### config.mk
export PLATFORM = sky130hd
export DESIGN_NAME = frame_top
export DESIGN_NICKNAME = d
export VERILOG_FILES = /design/src/common/framer_pkg.sv /design/src/fifo/fifo_buf.sv /design/src/hdl/req_ack_rx.sv /design/src/hdl/req_ack_tx.sv /design/src/hdl/checksum_acc.sv /design/src/framer/frame_ctrl.sv /design/src/framer/frame_top.sv
export SDC_FILE = /design/constraint.sdc
export NUM_CORES = 1
export LEC_CHECK = 0
export BUFFER_PORTS_ARGS = -buffer_cell sky130_fd_sc_hd__buf_2
export CORE_ASPECT_RATIO = 1.4
export CORE_MARGIN = 4
export CORE_UTILIZATION = 55
export DETAILED_ROUTE_END_ITERATION = 6
export PLACE_DENSITY = 0.74
export SLEW_MARGIN = 10
export SYNTH_ARGS = -nofsm -noshare
export SYNTH_HDL_FRONTEND = slang
export SYNTH_SLANG_ARGS = --single-unit
### constraint.sdc
create_clock -name clk_i -period 3.8 [get_ports clk_i]
set_clock_uncertainty 0.05 [all_clocks]
set_input_delay 0.76 -clock clk_i [delete_from_list [all_inputs] [get_ports clk_i]]
set_output_delay 0.76 -clock clk_i [all_outputs]
set_load 0.05 [all_outputs]
### src/common/framer_pkg.sv
// shared widths and word types; header data packs two LEN_W fields so DATA_W must equal 2*LEN_W
package framer_pkg;

    // datapath widths
    localparam int unsigned DATA_W           = 16;  // payload and egress word width
    localparam int unsigned LEN_W            = 8;   // length field and sequence number width
    localparam int unsigned MAX_FRAME        = 8;   // longest legal frame in payload words

    // buffer sizing, depths kept at powers of two
    localparam int unsigned PAYLOAD_DEPTH    = 16;
    localparam int unsigned PAYLOAD_ALM_FULL = 14;  // ingress stops acking at this fill level
    localparam int unsigned DESC_DEPTH       = 4;   // complete frames waiting to be sent

    // ingress word, also the payload fifo element
    typedef struct packed {
        logic [DATA_W-1:0] data;
        logic              last;  // high on the final word of a frame
    } in_word_t;

    // one entry per complete frame in the descriptor fifo
    typedef struct packed {
        logic [LEN_W-1:0] len;  // payload word count, 1..MAX_FRAME
    } desc_t;

    // tags each egress word with its place in the frame
    typedef enum logic [1:0] {
        KIND_HEADER  = 2'd0,
        KIND_PAYLOAD = 2'd1,
        KIND_TRAILER = 2'd2
    } word_kind_e;

    // egress word as seen on the output port
    typedef struct packed {
        word_kind_e        kind;
        logic [DATA_W-1:0] data;
    } out_word_t;

endpackage

### src/fifo/fifo_buf.sv
// DEPTH must be a power of two and at least 2; no fall-through, head shows combinationally
`timescale 1ns/10ps

module fifo_buf #(
    parameter type         dtype       = logic [7:0],
    parameter int unsigned DEPTH       = 8,          // number of entries
    parameter int unsigned ALM_FULL_TH = DEPTH - 1   // alm_full_o once usage reaches this
) (
    input  logic                       clk_i,
    input  logic                       rst_n_i,       // async, active low
    input  logic                       push_i,        // write data_i, dropped when full
    input  dtype                       data_i,
    input  logic                       pop_i,         // drop head, ignored when empty
    output dtype                       data_o,        // current head, valid while !empty_o
    output logic                       full_o,
    output logic                       empty_o,
    output logic                       alm_full_o,
    output logic [$clog2(DEPTH+1)-1:0] usage_o        // number of stored entries
);

    localparam int unsigned PTR_W = $clog2(DEPTH);
    localparam int unsigned CNT_W = $clog2(DEPTH + 1);  // one extra bit to reach DEPTH

    dtype             mem_q [DEPTH];  // entry storage
    logic [PTR_W-1:0] rd_ptr_q;       // points at the head
    logic [PTR_W-1:0] wr_ptr_q;       // next free slot
    logic [CNT_W-1:0] cnt_q;
    logic             do_push;
    logic             do_pop;

    assign do_push = push_i & ~full_o;   // qualified strobes
    assign do_pop  = pop_i & ~empty_o;

    // status from the fill count
    assign full_o     = (cnt_q == CNT_W'(DEPTH));
    assign empty_o    = (cnt_q == '0);
    assign alm_full_o = (cnt_q >= CNT_W'(ALM_FULL_TH));
    assign usage_o    = cnt_q;
    assign data_o     = mem_q[rd_ptr_q];  // pop takes this in the same cycle

    always_ff @(posedge clk_i or negedge rst_n_i) begin
        if (!rst_n_i) begin
            rd_ptr_q <= '0;
            wr_ptr_q <= '0;
            cnt_q    <= '0;
        end else begin
            if (do_push) begin
                wr_ptr_q <= wr_ptr_q + 1'b1;  // wraps at DEPTH
            end
            if (do_pop) begin
                rd_ptr_q <= rd_ptr_q + 1'b1;
            end
            case ({do_push, do_pop})
                2'b10:   cnt_q <= cnt_q + 1'b1;
                2'b01:   cnt_q <= cnt_q - 1'b1;
                default: cnt_q <= cnt_q;  // idle or push and pop together
            endcase
        end
    end

    // storage write port
    always_ff @(posedge clk_i) begin
        if (do_push) begin
            mem_q[wr_ptr_q] <= data_i;
        end
    end

endmodule

### src/hdl/req_ack_rx.sv
// sender must hold in_word_i while in_req_i is high and keep frames within MAX_FRAME words
`timescale 1ns/10ps

module req_ack_rx (
    input  logic                 clk_i,
    input  logic                 rst_n_i,
    input  logic                 in_req_i,      // four-phase request from the sender
    input  framer_pkg::in_word_t in_word_i,
    output logic                 in_ack_o,
    input  logic                 can_accept_i,  // room in both fifos
    output logic                 push_o,        // payload fifo write strobe
    output framer_pkg::in_word_t push_word_o,
    output logic                 desc_push_o,   // descriptor fifo write strobe
    output framer_pkg::desc_t    desc_o
);

    typedef enum logic {
        RX_IDLE,  // ack low, waiting for req
        RX_ACK    // ack high until req falls
    } rx_state_e;

    rx_state_e                    state_q;
    logic                         push_q;  // high for the cycle in which ack rises
    logic [framer_pkg::LEN_W-1:0] len_q;   // words taken so far in this frame

    always_ff @(posedge clk_i or negedge rst_n_i) begin
        if (!rst_n_i) begin
            state_q <= RX_IDLE;
            push_q  <= 1'b0;
            len_q   <= '0;
        end else begin
            push_q <= 1'b0;
            case (state_q)
                RX_IDLE: begin
                    if (in_req_i && can_accept_i) begin  // no ack without fifo room
                        state_q <= RX_ACK;
                        push_q  <= 1'b1;
                    end
                end
                RX_ACK: begin
                    if (!in_req_i) begin
                        state_q <= RX_IDLE;  // ack drops one cycle after req
                    end
                end
            endcase
            if (push_q) begin
                len_q <= in_word_i.last ? '0 : len_q + 1'b1;  // restart on frame end
            end
        end
    end

    assign in_ack_o    = (state_q == RX_ACK);
    assign push_o      = push_q;
    assign push_word_o = in_word_i;  // still stable, req cannot fall before ack
    assign desc_push_o = push_q & in_word_i.last;
    assign desc_o.len  = len_q + 1'b1;  // count includes the word being pushed

endmodule

### src/hdl/req_ack_tx.sv
// load_i is only taken while idle_o is high; a load at any other time is dropped
`timescale 1ns/10ps

module req_ack_tx (
    input  logic                  clk_i,
    input  logic                  rst_n_i,
    input  logic                  load_i,      // one-cycle strobe with word_i
    input  framer_pkg::out_word_t word_i,
    output logic                  idle_o,      // ready for the next load
    output logic                  out_req_o,
    output framer_pkg::out_word_t out_word_o,  // held while out_req_o is high
    input  logic                  out_ack_i
);

    typedef enum logic [1:0] {
        TX_IDLE,
        TX_REQ,      // req high, waiting for ack
        TX_RELEASE   // req low, waiting for ack to fall
    } tx_state_e;

    tx_state_e             state_q;
    framer_pkg::out_word_t word_q;  // word on the wire

    always_ff @(posedge clk_i or negedge rst_n_i) begin
        if (!rst_n_i) begin
            state_q <= TX_IDLE;
        end else begin
            case (state_q)
                TX_IDLE:    if (load_i)     state_q <= TX_REQ;
                TX_REQ:     if (out_ack_i)  state_q <= TX_RELEASE;  // drop req next cycle
                TX_RELEASE: if (!out_ack_i) state_q <= TX_IDLE;     // handshake closed
                default:                    state_q <= TX_IDLE;
            endcase
        end
    end

    always_ff @(posedge clk_i) begin
        if (load_i && state_q == TX_IDLE) begin
            word_q <= word_i;
        end
    end

    assign idle_o     = (state_q == TX_IDLE);
    assign out_req_o  = (state_q == TX_REQ);
    assign out_word_o = word_q;

endmodule

### src/hdl/checksum_acc.sv
// sum wraps modulo 2^DATA_W; clear_i wins over add_i in the same cycle
`timescale 1ns/10ps

module checksum_acc (
    input  logic                          clk_i,
    input  logic                          rst_n_i,
    input  logic                          add_i,    // accumulate word_i
    input  logic [framer_pkg::DATA_W-1:0] word_i,
    input  logic                          clear_i,  // back to zero
    output logic [framer_pkg::DATA_W-1:0] sum_o
);

    logic [framer_pkg::DATA_W-1:0] sum_q;

    always_ff @(posedge clk_i or negedge rst_n_i) begin
        if (!rst_n_i) begin
            sum_q <= '0;
        end else if (clear_i) begin
            sum_q <= '0;
        end else if (add_i) begin
            sum_q <= sum_q + word_i;  // carry out is dropped
        end
    end

    assign sum_o = sum_q;

endmodule

### src/framer/frame_ctrl.sv
// relies on every descriptor arriving after all its payload words are already buffered
`timescale 1ns/10ps

module frame_ctrl (
    input  logic                          clk_i,
    input  logic                          rst_n_i,
    input  logic                          desc_empty_i,
    input  framer_pkg::desc_t             desc_i,       // head of descriptor fifo
    output logic                          desc_pop_o,
    input  framer_pkg::in_word_t          pay_word_i,   // head of payload fifo
    output logic                          pay_pop_o,
    input  logic [framer_pkg::DATA_W-1:0] sum_i,        // running payload sum
    output logic                          sum_add_o,
    output logic                          sum_clear_o,
    input  logic                          tx_idle_i,    // sender can take a word
    output logic                          tx_load_o,
    output framer_pkg::out_word_t         tx_word_o
);

    typedef enum logic [1:0] {
        ST_IDLE,     // waiting for a complete frame
        ST_PAYLOAD,  // moving payload words
        ST_TRAILER   // checksum word next
    } ctrl_state_e;

    ctrl_state_e                  state_q;
    ctrl_state_e                  state_d;
    logic [framer_pkg::LEN_W-1:0] rem_q;   // payload words still to send
    logic [framer_pkg::LEN_W-1:0] rem_d;
    logic [framer_pkg::LEN_W-1:0] seq_q;   // frame sequence number, wraps
    logic [framer_pkg::LEN_W-1:0] seq_d;
    logic                         frame_end;

    // counter and last flag agree on well-formed frames
    assign frame_end = (rem_q == 1) | pay_word_i.last;

    always_comb begin
        state_d     = state_q;
        rem_d       = rem_q;
        seq_d       = seq_q;
        desc_pop_o  = 1'b0;
        pay_pop_o   = 1'b0;
        sum_add_o   = 1'b0;
        sum_clear_o = 1'b0;
        tx_load_o   = 1'b0;
        tx_word_o   = '0;
        case (state_q)
            ST_IDLE: begin
                if (!desc_empty_i && tx_idle_i) begin  // header, consume descriptor
                    desc_pop_o     = 1'b1;
                    tx_load_o      = 1'b1;
                    tx_word_o.kind = framer_pkg::KIND_HEADER;
                    tx_word_o.data = {seq_q, desc_i.len};  // seq high byte, length low
                    rem_d          = desc_i.len;
                    state_d        = ST_PAYLOAD;
                end
            end
            ST_PAYLOAD: begin
                if (tx_idle_i) begin  // pop, send and sum in one cycle
                    pay_pop_o      = 1'b1;
                    sum_add_o      = 1'b1;
                    tx_load_o      = 1'b1;
                    tx_word_o.kind = framer_pkg::KIND_PAYLOAD;
                    tx_word_o.data = pay_word_i.data;
                    rem_d          = rem_q - 1'b1;
                    if (frame_end) begin
                        state_d = ST_TRAILER;
                    end
                end
            end
            ST_TRAILER: begin
                if (tx_idle_i) begin
                    tx_load_o      = 1'b1;
                    tx_word_o.kind = framer_pkg::KIND_TRAILER;
                    tx_word_o.data = sum_i;        // last add landed cycles ago
                    sum_clear_o    = 1'b1;
                    seq_d          = seq_q + 1'b1;
                    state_d        = ST_IDLE;
                end
            end
            default: state_d = ST_IDLE;
        endcase
    end

    always_ff @(posedge clk_i or negedge rst_n_i) begin
        if (!rst_n_i) begin
            state_q <= ST_IDLE;
            rem_q   <= '0;
            seq_q   <= '0;
        end else begin
            state_q <= state_d;
            rem_q   <= rem_d;
            seq_q   <= seq_d;
        end
    end

endmodule

### src/framer/frame_top.sv
// frames of 1 to MAX_FRAME words only; an unfinished frame stays buffered until its last word
`timescale 1ns/10ps

module frame_top (
    input  logic                  clk_i,
    input  logic                  rst_n_i,
    input  logic                  in_req_i,    // ingress four-phase port
    input  framer_pkg::in_word_t  in_word_i,
    output logic                  in_ack_o,
    output logic                  out_req_o,   // egress four-phase port
    output framer_pkg::out_word_t out_word_o,
    input  logic                  out_ack_i
);

    logic                          can_accept;
    logic                          push;
    framer_pkg::in_word_t          push_word;
    logic                          desc_push;
    framer_pkg::desc_t             desc_in;
    framer_pkg::in_word_t          pay_word;    // payload fifo head
    logic                          pay_pop;
    logic                          pay_alm_full;
    framer_pkg::desc_t             desc_word;   // descriptor fifo head
    logic                          desc_pop;
    logic                          desc_full;
    logic                          desc_empty;
    logic [framer_pkg::DATA_W-1:0] sum;
    logic                          sum_add;
    logic                          sum_clear;
    logic                          tx_idle;
    logic                          tx_load;
    framer_pkg::out_word_t         tx_word;

    // back-pressure from payload level and descriptor room
    assign can_accept = ~pay_alm_full & ~desc_full;

    req_ack_rx i_rx (
        .clk_i,
        .rst_n_i,
        .in_req_i,
        .in_word_i,
        .in_ack_o,
        .can_accept_i (can_accept),
        .push_o       (push),
        .push_word_o  (push_word),
        .desc_push_o  (desc_push),
        .desc_o       (desc_in)
    );

    fifo_buf #(
        .dtype       (framer_pkg::in_word_t),
        .DEPTH       (framer_pkg::PAYLOAD_DEPTH),
        .ALM_FULL_TH (framer_pkg::PAYLOAD_ALM_FULL)
    ) i_pay_fifo (
        .clk_i,
        .rst_n_i,
        .push_i     (push),
        .data_i     (push_word),
        .pop_i      (pay_pop),
        .data_o     (pay_word),
        .full_o     (),              // alm_full throttles long before this
        .empty_o    (),
        .alm_full_o (pay_alm_full),
        .usage_o    ()
    );

    fifo_buf #(
        .dtype       (framer_pkg::desc_t),
        .DEPTH       (framer_pkg::DESC_DEPTH),
        .ALM_FULL_TH (framer_pkg::DESC_DEPTH)
    ) i_desc_fifo (
        .clk_i,
        .rst_n_i,
        .push_i     (desc_push),
        .data_i     (desc_in),
        .pop_i      (desc_pop),
        .data_o     (desc_word),
        .full_o     (desc_full),
        .empty_o    (desc_empty),
        .alm_full_o (),
        .usage_o    ()
    );

    checksum_acc i_csum (
        .clk_i,
        .rst_n_i,
        .add_i   (sum_add),
        .word_i  (pay_word.data),
        .clear_i (sum_clear),
        .sum_o   (sum)
    );

    frame_ctrl i_ctrl (
        .clk_i,
        .rst_n_i,
        .desc_empty_i (desc_empty),
        .desc_i       (desc_word),
        .desc_pop_o   (desc_pop),
        .pay_word_i   (pay_word),
        .pay_pop_o    (pay_pop),
        .sum_i        (sum),
        .sum_add_o    (sum_add),
        .sum_clear_o  (sum_clear),
        .tx_idle_i    (tx_idle),
        .tx_load_o    (tx_load),
        .tx_word_o    (tx_word)
    );

    req_ack_tx i_tx (
        .clk_i,
        .rst_n_i,
        .load_i     (tx_load),
        .word_i     (tx_word),
        .idle_o     (tx_idle),
        .out_req_o,
        .out_word_o,
        .out_ack_i
    );

endmodule

==> flow_summary.html, run 1 <==
<table>
<tr><th>Metric</th><th>Value</th></tr>
<tr><th colspan="2">Run status</th></tr>
<tr><td>Result of the run</td><td>completed</td></tr>
<tr><th colspan="2">Power</th></tr>
<tr><td>Power dissipated by switching net loads</td><td>0.00528 W</td></tr>
<tr><td>Leakage power figure</td><td>6.58 nW</td></tr>
<tr><td>Internal power</td><td>0.0101 W</td></tr>
<tr><td>Total power per unit cell area</td><td>832 mW/mm^2</td></tr>
<tr><td>Part of the power in registers</td><td>37.8%</td></tr>
<tr><td>Clock network fraction of total power</td><td>23.2%</td></tr>
<tr><td>Fraction of power spent switching nets</td><td>34.4%</td></tr>
<tr><td>Power share of the combinational group</td><td>39.0%</td></tr>
<tr><td>Max IR drop VDD</td><td>0.380 mV</td></tr>
<tr><th colspan="2">Clock network</th></tr>
<tr><td>CTS tree</td><td>done</td></tr>
<tr><td>Number of hold buffers added after cts</td><td>0</td></tr>
<tr><td>Insertion delay of the later-clocked pin in the worst-skew pair</td><td>0.53 ns</td></tr>
<tr><td>Library cell used as clock root buffer</td><td>clkbuf_16</td></tr>
<tr><td>Depth of the CTS H-tree</td><td>2</td></tr>
<tr><td>Reg clk slew, reported paths</td><td>0.06 ns</td></tr>
<tr><td>Number of buffers inserted during clock tree synthesis</td><td>37</td></tr>
<tr><td>Number of sinks handled by clock tree synthesis</td><td>388</td></tr>
<tr><td>CTS max path bufs</td><td>3</td></tr>
<tr><th colspan="2">Global routing</th></tr>
<tr><td>Tot GR Track Use</td><td>20.7%</td></tr>
<tr><td>Total congestion overflow</td><td>0</td></tr>
<tr><td>Pin count of the biggest net entering global routing</td><td>67</td></tr>
<tr><td>Via count of the first global-routing pass</td><td>8,789</td></tr>
<tr><td>Antenna violations before repair</td><td>1</td></tr>
<tr><td>First-pass GRT wire length</td><td>51.1 mm</td></tr>
<tr><th colspan="2">Place</th></tr>
<tr><td>Setup WS pre-CTS</td><td>-0.0725 ns</td></tr>
<tr><td>Input/output buffers</td><td>40</td></tr>
<tr><td>Dpl hpwl</td><td>20.4 mm</td></tr>
<tr><td>RePlAce Congestion</td><td>0.885</td></tr>
<tr><th colspan="2">Critical path</th></tr>
<tr><td>Type of element launching the critical path</td><td>flop</td></tr>
<tr><td>CP Capture Type</td><td>flop</td></tr>
<tr><td>Worst reg2reg path depth</td><td>12</td></tr>
<tr><td>Setup Crit Path Kind</td><td>flop to flop</td></tr>
<tr><td>R2r endpoint</td><td>i_csum.sum_o[12]</td></tr>
<tr><td>Arr. time, crit path</td><td>4.10 ns</td></tr>
<tr><td>Worst reg-to-reg setup slack</td><td>0.07 ns</td></tr>
<tr><td>Beginning of the worst register-to-register path</td><td>i_pay_fifo.rd_ptr_q[0]</td></tr>
<tr><td>Required time at the worst-slack endpoint</td><td>4.17 ns</td></tr>
<tr><td>Critical-path maximum fanout</td><td>3</td></tr>
<tr><th colspan="2">Logic synthesis</th></tr>
<tr><td>Sequential cell area fraction in the yosys report</td><td>69.7%</td></tr>
<tr><td>Number of synthesized flops with an enable pin</td><td>322</td></tr>
<tr><td>Share of synthesized registers carrying an async set or reset</td><td>17.0%</td></tr>
<tr><td>Cells after synthesis</td><td>904</td></tr>
<tr><td>Number of register bits inferred by synthesis</td><td>388</td></tr>
<tr><td>Number of unique standard cell types used by synthesis</td><td>46</td></tr>
<tr><td>Most instantiated flip-flop cell in the synthesis netlist</td><td>edfxtp_1</td></tr>
<tr><td>Synth warn</td><td>0</td></tr>
<tr><td>Average cell area after synthesis</td><td>18.0 sq um</td></tr>
<tr><td>Post-Syn Area</td><td>0.0162 sq mm</td></tr>
<tr><td>Syn_nets</td><td>966</td></tr>
<tr><th colspan="2">Die</th></tr>
<tr><td>Number of cell rows</td><td>74</td></tr>
<tr><td>Initial standard-cell utilization of the core</td><td>55.7%</td></tr>
<tr><td>Width of the die</td><td>153 um</td></tr>
<tr><td>Core ar.</td><td>0.0292 sq mm</td></tr>
<tr><td>Die Footprint</td><td>0.0324 sq mm</td></tr>
<tr><td>IO Pins</td><td>41</td></tr>
<tr><td>Die Height</td><td>211 um</td></tr>
<tr><th colspan="2">STA</th></tr>
<tr><td>Achievable Freq</td><td>0.268 GHz</td></tr>
<tr><td>Smallest hold slack</td><td>0.378 ns</td></tr>
<tr><td>Max-slew violation count</td><td>0</td></tr>
<tr><td>Final hold viol count</td><td>0</td></tr>
<tr><td>Post-route clock period utilization</td><td>98.1%</td></tr>
<tr><td>Final critical delay including setup and external delays</td><td>3.73 ns</td></tr>
<tr><td>Slew of the pin with the lowest slew margin</td><td>0.884 ns</td></tr>
<tr><td>Count of final setup violators</td><td>0</td></tr>
<tr><td>Setup repair after global routing missed its margin</td><td>true</td></tr>
<tr><td>Final critical-path setup slack</td><td>0.0732 ns</td></tr>
<tr><td>Remaining max-slew budget at the tightest pin</td><td>41.0%</td></tr>
<tr><th colspan="2">Finish</th></tr>
<tr><td>Fraction of layout cells with a size suffix above 1</td><td>25.5%</td></tr>
<tr><td>Antenna fix cells</td><td>0</td></tr>
<tr><td>Final layout net count</td><td>1,063</td></tr>
<tr><td>Layout Area Growth over Synthesis</td><td>13.6%</td></tr>
<tr><td>Number of filler cells placed in the layout</td><td>2,069</td></tr>
<tr><th colspan="2">Routing</th></tr>
<tr><td>Antenna-violating nets left</td><td>0</td></tr>
<tr><td>Via-per-instance ratio</td><td>5.97</td></tr>
<tr><td>Vias after detailed routing</td><td>8,414</td></tr>
<tr><td>Wire length per cell</td><td>23.1 um</td></tr>
<tr><td>DRC errors left</td><td>0</td></tr>
<tr><td>Drt total wl</td><td>32.5 mm</td></tr>
<tr><td>Detailed Route Iter0 Violations</td><td>578</td></tr>
<tr><td>Initial DRT Pass Iterations</td><td>5</td></tr>
<tr><th colspan="2">Worst hold path</th></tr>
<tr><td>Hold Path Class</td><td>primary input to async pin</td></tr>
<tr><th colspan="2">Run</th></tr>
<tr><td>Max-cap violations</td><td>0</td></tr>
</table>
## per-stage QoR
| stage | cell area, sq um | setup TNS (ns) | cells | power [W] | utilization [%] |
|---|---|---|---|---|---|
| floorplan | 16200 | 0 | 904 | 0.0101 | - |
| global placement | 17200 | -0.0581 | 1338 | 0.0116 | 59.0 |
| detailed placement | 17200 | -0.111 | 1338 | 0.0118 | 59.0 |
| CTS | 18400 | 0 | 1409 | 0.0154 | 63.2 |
| global route | 18400 | -0.0356 | 1409 | 0.0162 | 63.3 |
| finish | 18400 | 0 | 1409 | 0.0154 | 63.3 |
## layer usage
metal	vias to the layer above	global-route usage, %	part of all wire (%)
li1	3801	-	-
met3	64	3.95	5.8
met2	241	36.4	53
met5	-	0	0.022
met1	4306	26.2	39
met4	2	6.73	2.9
## worst max-delay path, cell delays in order, from the launching register on
cell and delay, ns:
dfrtp_4 0.44, buf_4 0.16, mux4_2 0.54, mux4_2 0.52, ha_1 0.24, fa_1 0.40
a21oi_1 0.23, o21ai_0 0.17, a21oi_1 0.26, o21ai_0 0.13, a31oi_1 0.21, xnor2_1 0.08
a22o_1 0.19
## placed cells by master (no fill, tap or decap), types with 5 or more instances in the layout
master       n
edfxtp_1   322
mux4_2      87
dfrtp_1     64
buf_4       49
nor2_1      44
buf_2       40
ha_1        38
clkbuf_16   37
inv_1       30
xnor2_1     30
nand2_1     30
o21ai_0     25
a21oi_1     23
a222oi_1    16
nand2b_1    14
a22o_1      14
nand3_1     13
xor2_1      13
nor2_2      12
a21o_1      11
clkbuf_1    11
and2_1       7
o22ai_1      7
buf_12       7
nand4_1      6
mux4_1       5
mux2_2       5
clkinv_1     5
## area by class of cell
type / instances / area, sq um / area share [%]
multi-input combinational: 446 / 4630 / 25.1
timing repair buffer: 98 / 731 / 3.96
tap: 380 / 475 / 2.58
clock buffer: 48 / 967 / 5.24
inverter: 30 / 113 / 0.610
sequential: 388 / 11300 / 61.4
clock inverter: 19 / 200 / 1.09
## cell usage after synthesis (2+ instances only)
cell type	count	area share [%]
mux2_2	5	0.35
buf_1	5	0.12
xnor2_1	30	1.6
fa_1	3	0.37
nand3_1	13	0.40
xor2_1	13	0.70
and3_1	4	0.15
inv_1	30	0.69
o21bai_1	2	0.092
edfxtp_1	322	60
a222oi_1	16	0.99
o22ai_1	7	0.27
nand2_1	30	0.69
nand4_1	6	0.23
buf_2	8	0.25
mux2i_1	4	0.25
buf_6	3	0.21
nor2_1	56	1.3
o31ai_1	2	0.092
a21o_1	11	0.51
o21ai_0	25	0.77
mux4_2	87	12
nor3_1	8	0.25
ha_1	38	2.9
a21oi_1	24	0.74
dfrtp_1	66	10
and4_1	2	0.11
nand2b_1	14	0.54
and2_1	7	0.27
mux4_1	5	0.81
a31oi_1	4	0.15
nor4_1	3	0.12
o21ai_1	3	0.092
clkbuf_1	21	0.49
buf_12	3	0.37
a22o_1	14	0.76
## registers in the layout, indices dropped and copies added (netlist names), 3 cells and up
| name | flops |
|---|---|
| i_csum.sum_o | 16 |
| i_desc_fifo.usage_o | 3 |
| i_pay_fifo.wr_ptr_q | 4 |
| i_desc_fifo.mem_q | 32 |
| i_pay_fifo.rd_ptr_q | 4 |
| i_pay_fifo.mem_q | 272 |
| i_ctrl.rem_q | 8 |
| i_ctrl.seq_q | 8 |
| i_pay_fifo.usage_o | 5 |
| i_tx.out_word_o | 18 |
| i_rx.len_q | 8 |
## what timing repair did
item	in CTS	in global routing
buffers inserted	4	0
endpoints found under the setup margin	4	6
resized for setup	1	5
pin swaps	0	2
## power by group through the flow
stage / Combinational (W) / Sequential [W] / Clock [W]
floorplan: 0.00409 / 0.00603 / 0
global placement: 0.00575 / 0.00590 / 0
detailed placement: 0.00586 / 0.00592 / 0
CTS: 0.00601 / 0.00579 / 0.00364
global route: 0.00655 / 0.00588 / 0.00382
finish: 0.00599 / 0.00580 / 0.00356
## cells by family (layout without fill, tap and decap cells)
family                     Yosys count  after routing  share of synthesized area [%]
AOI/OAI and AO/OA                  115            115                           4.89
xor gates and xnor gates            43             43                           2.32
adders and majority gates           41             41                           3.30
buffers and inverters               70            195                           2.12
DFF                                388            388                           69.7
muxes                              101            101                           13.5
and+or+nand+nor                    146            146                           4.18
## worst max-delay path by stage
stage	slack, ns	end	cells past startpoint	start
6_report	0.07	i_csum.sum_o[12]	12	i_pay_fifo.rd_ptr_q[0]
4_1_cts	0.07	i_csum.sum_o[12]	12	i_pay_fifo.rd_ptr_q[0]
3_5_place_dp	-0.07	i_csum.sum_o[15]	12	i_pay_fifo.rd_ptr_q[0]
5_1_grt	-0.02	i_csum.sum_o[12]	12	i_pay_fifo.rd_ptr_q[0]
2_1_floorplan	0.09	i_csum.sum_o[15]	13	i_pay_fifo.rd_ptr_q[1]
3_3_place_gp	-0.06	i_csum.sum_o[15]	12	i_pay_fifo.rd_ptr_q[0]
No activity file was read; power rests on OpenSTA's default activity.
==> inputs of run 2 (changes only) <==
PLACE_DENSITY = 0.78   (was 0.74)
==> flow_summary.html, run 2 (synthesis results as in run 1) <==
<table>
<tr><th>Metric</th><th>Value</th></tr>
<tr><th colspan="2">Run status</th></tr>
<tr><td>Result of the run</td><td>finished, violations left</td></tr>
<tr><td>Violated checks</td><td>DRC</td></tr>
<tr><th colspan="2">Routing</th></tr>
<tr><td>Initial DRT Pass Iterations</td><td>7</td></tr>
<tr><td>Wire length per cell</td><td>24.9 um</td></tr>
<tr><td>Drt total wl</td><td>34.9 mm</td></tr>
<tr><td>Vias after detailed routing</td><td>8,664</td></tr>
<tr><td>Detailed Route Iter0 Violations</td><td>771</td></tr>
<tr><td>Via-per-instance ratio</td><td>6.18</td></tr>
<tr><td>DRC errors left</td><td>2</td></tr>
<tr><td>Antenna-violating nets left</td><td>0</td></tr>
<tr><th colspan="2">Clock network</th></tr>
<tr><td>Insertion delay of the later-clocked pin in the worst-skew pair</td><td>0.53 ns</td></tr>
<tr><td>Library cell used as clock root buffer</td><td>clkbuf_16</td></tr>
<tr><td>Depth of the CTS H-tree</td><td>2</td></tr>
<tr><td>Number of sinks handled by clock tree synthesis</td><td>388</td></tr>
<tr><td>CTS max path bufs</td><td>3</td></tr>
<tr><td>Number of buffers inserted during clock tree synthesis</td><td>35</td></tr>
<tr><td>CTS tree</td><td>done</td></tr>
<tr><td>Reg clk slew, reported paths</td><td>0.07 ns</td></tr>
<tr><th colspan="2">Critical path</th></tr>
<tr><td>Maximum cell stage delay along the critical path</td><td>0.56 ns</td></tr>
<tr><td>Buffers plus inverters on the worst setup path</td><td>3</td></tr>
<tr><td>Beginning of the worst register-to-register path</td><td>i_pay_fifo.rd_ptr_q[0]</td></tr>
<tr><td>R2r endpoint</td><td>i_csum.sum_o[15]</td></tr>
<tr><td>Critical-path maximum fanout</td><td>5</td></tr>
<tr><td>CP Capture Type</td><td>flop</td></tr>
<tr><td>Worst reg2reg path depth</td><td>13</td></tr>
<tr><td>Slowest stage cell, crit path</td><td>mux4_1</td></tr>
<tr><td>Arr. time, crit path</td><td>4.03 ns</td></tr>
<tr><td>Type of element launching the critical path</td><td>flop</td></tr>
<tr><td>Worst reg-to-reg setup slack</td><td>0.15 ns</td></tr>
<tr><td>Cell breakdown of the critical path</td><td>buf_12, buf_4, mux4_1, mux4_2, ha_2, nand2_1, a2111oi_1, buf_4, nor2_1, o21ai_1, xnor2_1, a21o_1, a21o_1</td></tr>
<tr><td>Crit path max-delay family</td><td>multiplexers</td></tr>
<tr><td>Worst Setup EP</td><td>i_csum.sum_o[15]</td></tr>
<tr><td>Critical Path Stages</td><td>13</td></tr>
<tr><td>Setup Crit Path Kind</td><td>flop to flop</td></tr>
<tr><td>CP Launch Point</td><td>i_pay_fifo.rd_ptr_q[0]</td></tr>
<tr><td>Required time at the worst-slack endpoint</td><td>4.18 ns</td></tr>
<tr><th colspan="2">Power</th></tr>
<tr><td>Internal power</td><td>0.00998 W</td></tr>
<tr><td>Power share of the combinational group</td><td>39.7%</td></tr>
<tr><td>Clock network fraction of total power</td><td>22.5%</td></tr>
<tr><td>Total power per unit cell area</td><td>833 mW/mm^2</td></tr>
<tr><td>Power dissipated by switching net loads</td><td>0.00532 W</td></tr>
<tr><td>Leakage power figure</td><td>6.51 nW</td></tr>
<tr><td>Part of the power in registers</td><td>37.8%</td></tr>
<tr><td>Fraction of power spent switching nets</td><td>34.7%</td></tr>
<tr><td>Post-layout power</td><td>0.0153 W</td></tr>
<tr><td>Max IR drop VDD</td><td>0.331 mV</td></tr>
<tr><th colspan="2">Global routing</th></tr>
<tr><td>Via count of the first global-routing pass</td><td>9,044</td></tr>
<tr><td>Total congestion overflow</td><td>0</td></tr>
<tr><td>Antenna violations before repair</td><td>3</td></tr>
<tr><td>First-pass GRT wire length</td><td>54.0 mm</td></tr>
<tr><td>Tot GR Track Use</td><td>22.2%</td></tr>
<tr><td>Pin count of the biggest net entering global routing</td><td>44</td></tr>
<tr><th colspan="2">STA</th></tr>
<tr><td>Final hold viol count</td><td>0</td></tr>
<tr><td>Setup total negative slack</td><td>0 ns</td></tr>
<tr><td>Slew of the pin with the lowest slew margin</td><td>1.05 ns</td></tr>
<tr><td>Post-route clock period utilization</td><td>96.0%</td></tr>
<tr><td>Max-slew violation count</td><td>0</td></tr>
<tr><td>Remaining max-slew budget at the tightest pin</td><td>30.0%</td></tr>
<tr><td>Achievable Freq</td><td>0.274 GHz</td></tr>
<tr><td>Smallest hold slack</td><td>0.371 ns</td></tr>
<tr><td>Final critical delay including setup and external delays</td><td>3.65 ns</td></tr>
<tr><td>Count of final setup violators</td><td>0</td></tr>
<tr><th colspan="2">Finish</th></tr>
<tr><td>Final core occ</td><td>63.0%</td></tr>
<tr><td>Largest reg by FF count</td><td>i_pay_fifo.mem_q</td></tr>
<tr><td>Most common cell after layout, fill and taps aside</td><td>edfxtp_1</td></tr>
<tr><td>Layout Area Growth over Synthesis</td><td>13.1%</td></tr>
<tr><td>Final layout net count</td><td>1,057</td></tr>
<tr><td>Top library cells by usage in the layout, fill and taps aside</td><td>edfxtp_1 (322), mux4_2 (87), dfrtp_1 (64), buf_4 (48), nor2_1 (44)</td></tr>
<tr><td>Non-filler instance count after layout</td><td>1,402</td></tr>
<tr><td>Fraction of layout cells with a size suffix above 1</td><td>25.6%</td></tr>
<tr><td>Max reg flops</td><td>272</td></tr>
<tr><th colspan="2">Die</th></tr>
<tr><td>Core ar.</td><td>0.0292 sq mm</td></tr>
<tr><td>Die Height</td><td>211 um</td></tr>
<tr><td>Number of cell rows</td><td>74</td></tr>
<tr><td>Initial standard-cell utilization of the core</td><td>55.7%</td></tr>
<tr><td>Width of the die</td><td>153 um</td></tr>
<tr><td>IO Pins</td><td>41</td></tr>
<tr><td>Die Footprint</td><td>0.0324 sq mm</td></tr>
<tr><th colspan="2">Worst hold path</th></tr>
<tr><td>Hold Path Class</td><td>primary input to async pin</td></tr>
<tr><th colspan="2">Place</th></tr>
<tr><td>Dpl hpwl</td><td>20.5 mm</td></tr>
<tr><td>Number of cells in the design after placement</td><td>1,333</td></tr>
<tr><td>RePlAce Congestion</td><td>0.885</td></tr>
<tr><td>Input/output buffers</td><td>40</td></tr>
<tr><th colspan="2">Run</th></tr>
<tr><td>Max-cap violations</td><td>0</td></tr>
</table>
==> run 2: changes by cell type in the layout (fill, tap and decap cells not counted), sizes merged <==
cell / before / now
buf: 98 / 94
clkinvlp: 1 / 2
clkinv: 11 / 10
bufinv: 3 / 2
diode: 0 / 1
inv: 34 / 31
==> run 2: timing repair <==
item | 4_1_cts | 5_1_grt
gates resized for setup | 0 | 10
setup buffers | 3 | 2
pin swaps | 0 | 2
endpoints found under the setup margin | 6 | 5
hold buffers | 0 | 0
==> run 2: worst min-delay path by stage <==
stage                     from  slack (ns)                    end
2_1_floorplan  i_ctrl.seq_q[7]        0.39        i_ctrl.seq_q[7]
3_3_place_gp   i_ctrl.seq_q[7]        0.43        i_ctrl.seq_q[7]
3_5_place_dp   i_ctrl.seq_q[7]        0.42        i_ctrl.seq_q[7]
4_1_cts              out_ack_i        0.38        i_tx.state_q[0]
5_1_grt              out_ack_i        0.39        i_tx.state_q[0]
6_report               rst_n_i        0.37  i_pay_fifo.usage_o[3]
==> run 2: through the flow <==
stage / setup WS [ns] / cell area (sq um)
after floorplan: 0.0893 / 16200
after global placement: -0.0606 / 17100
after detailed placement: -0.0606 / 17100
after CTS: 0.0950 / 18300
after global routing: -0.0163 / 18400
final: 0.151 / 18400
==> run 2: final cells by class <==
class | instances | area [sq um]
flip-flops and latches | 388 | 11300
inverters | 30 | 113
diodes | 1 | 2.50
clock inverters | 15 | 143
clock buffers | 48 | 976
repair buffers | 94 | 663
multi-input cells | 446 | 4670
fillers | 1948 | 10800
well taps | 380 | 475
==> run 2: layer usage <==
metal / global-route usage [%] / share of wire, % / vias up
met3: 4.54 / 7.5 / 103
li1: - / - / 3772
met4: 10.2 / 4.6 / 4
met1: 26.3 / 35 / 4412
met2: 39.2 / 53 / 373
met5: 0 / 0.060 / -
==> run 2: power groups by stage <==
stage               Sequential (W)  Combinational [W]  Clock [W]
floorplan                  0.00603            0.00409          0
finish                     0.00579            0.00607    0.00344
detailed placement         0.00591            0.00574          0
global route               0.00587            0.00661    0.00367
CTS                        0.00578            0.00595    0.00349
global placement           0.00587            0.00563          0
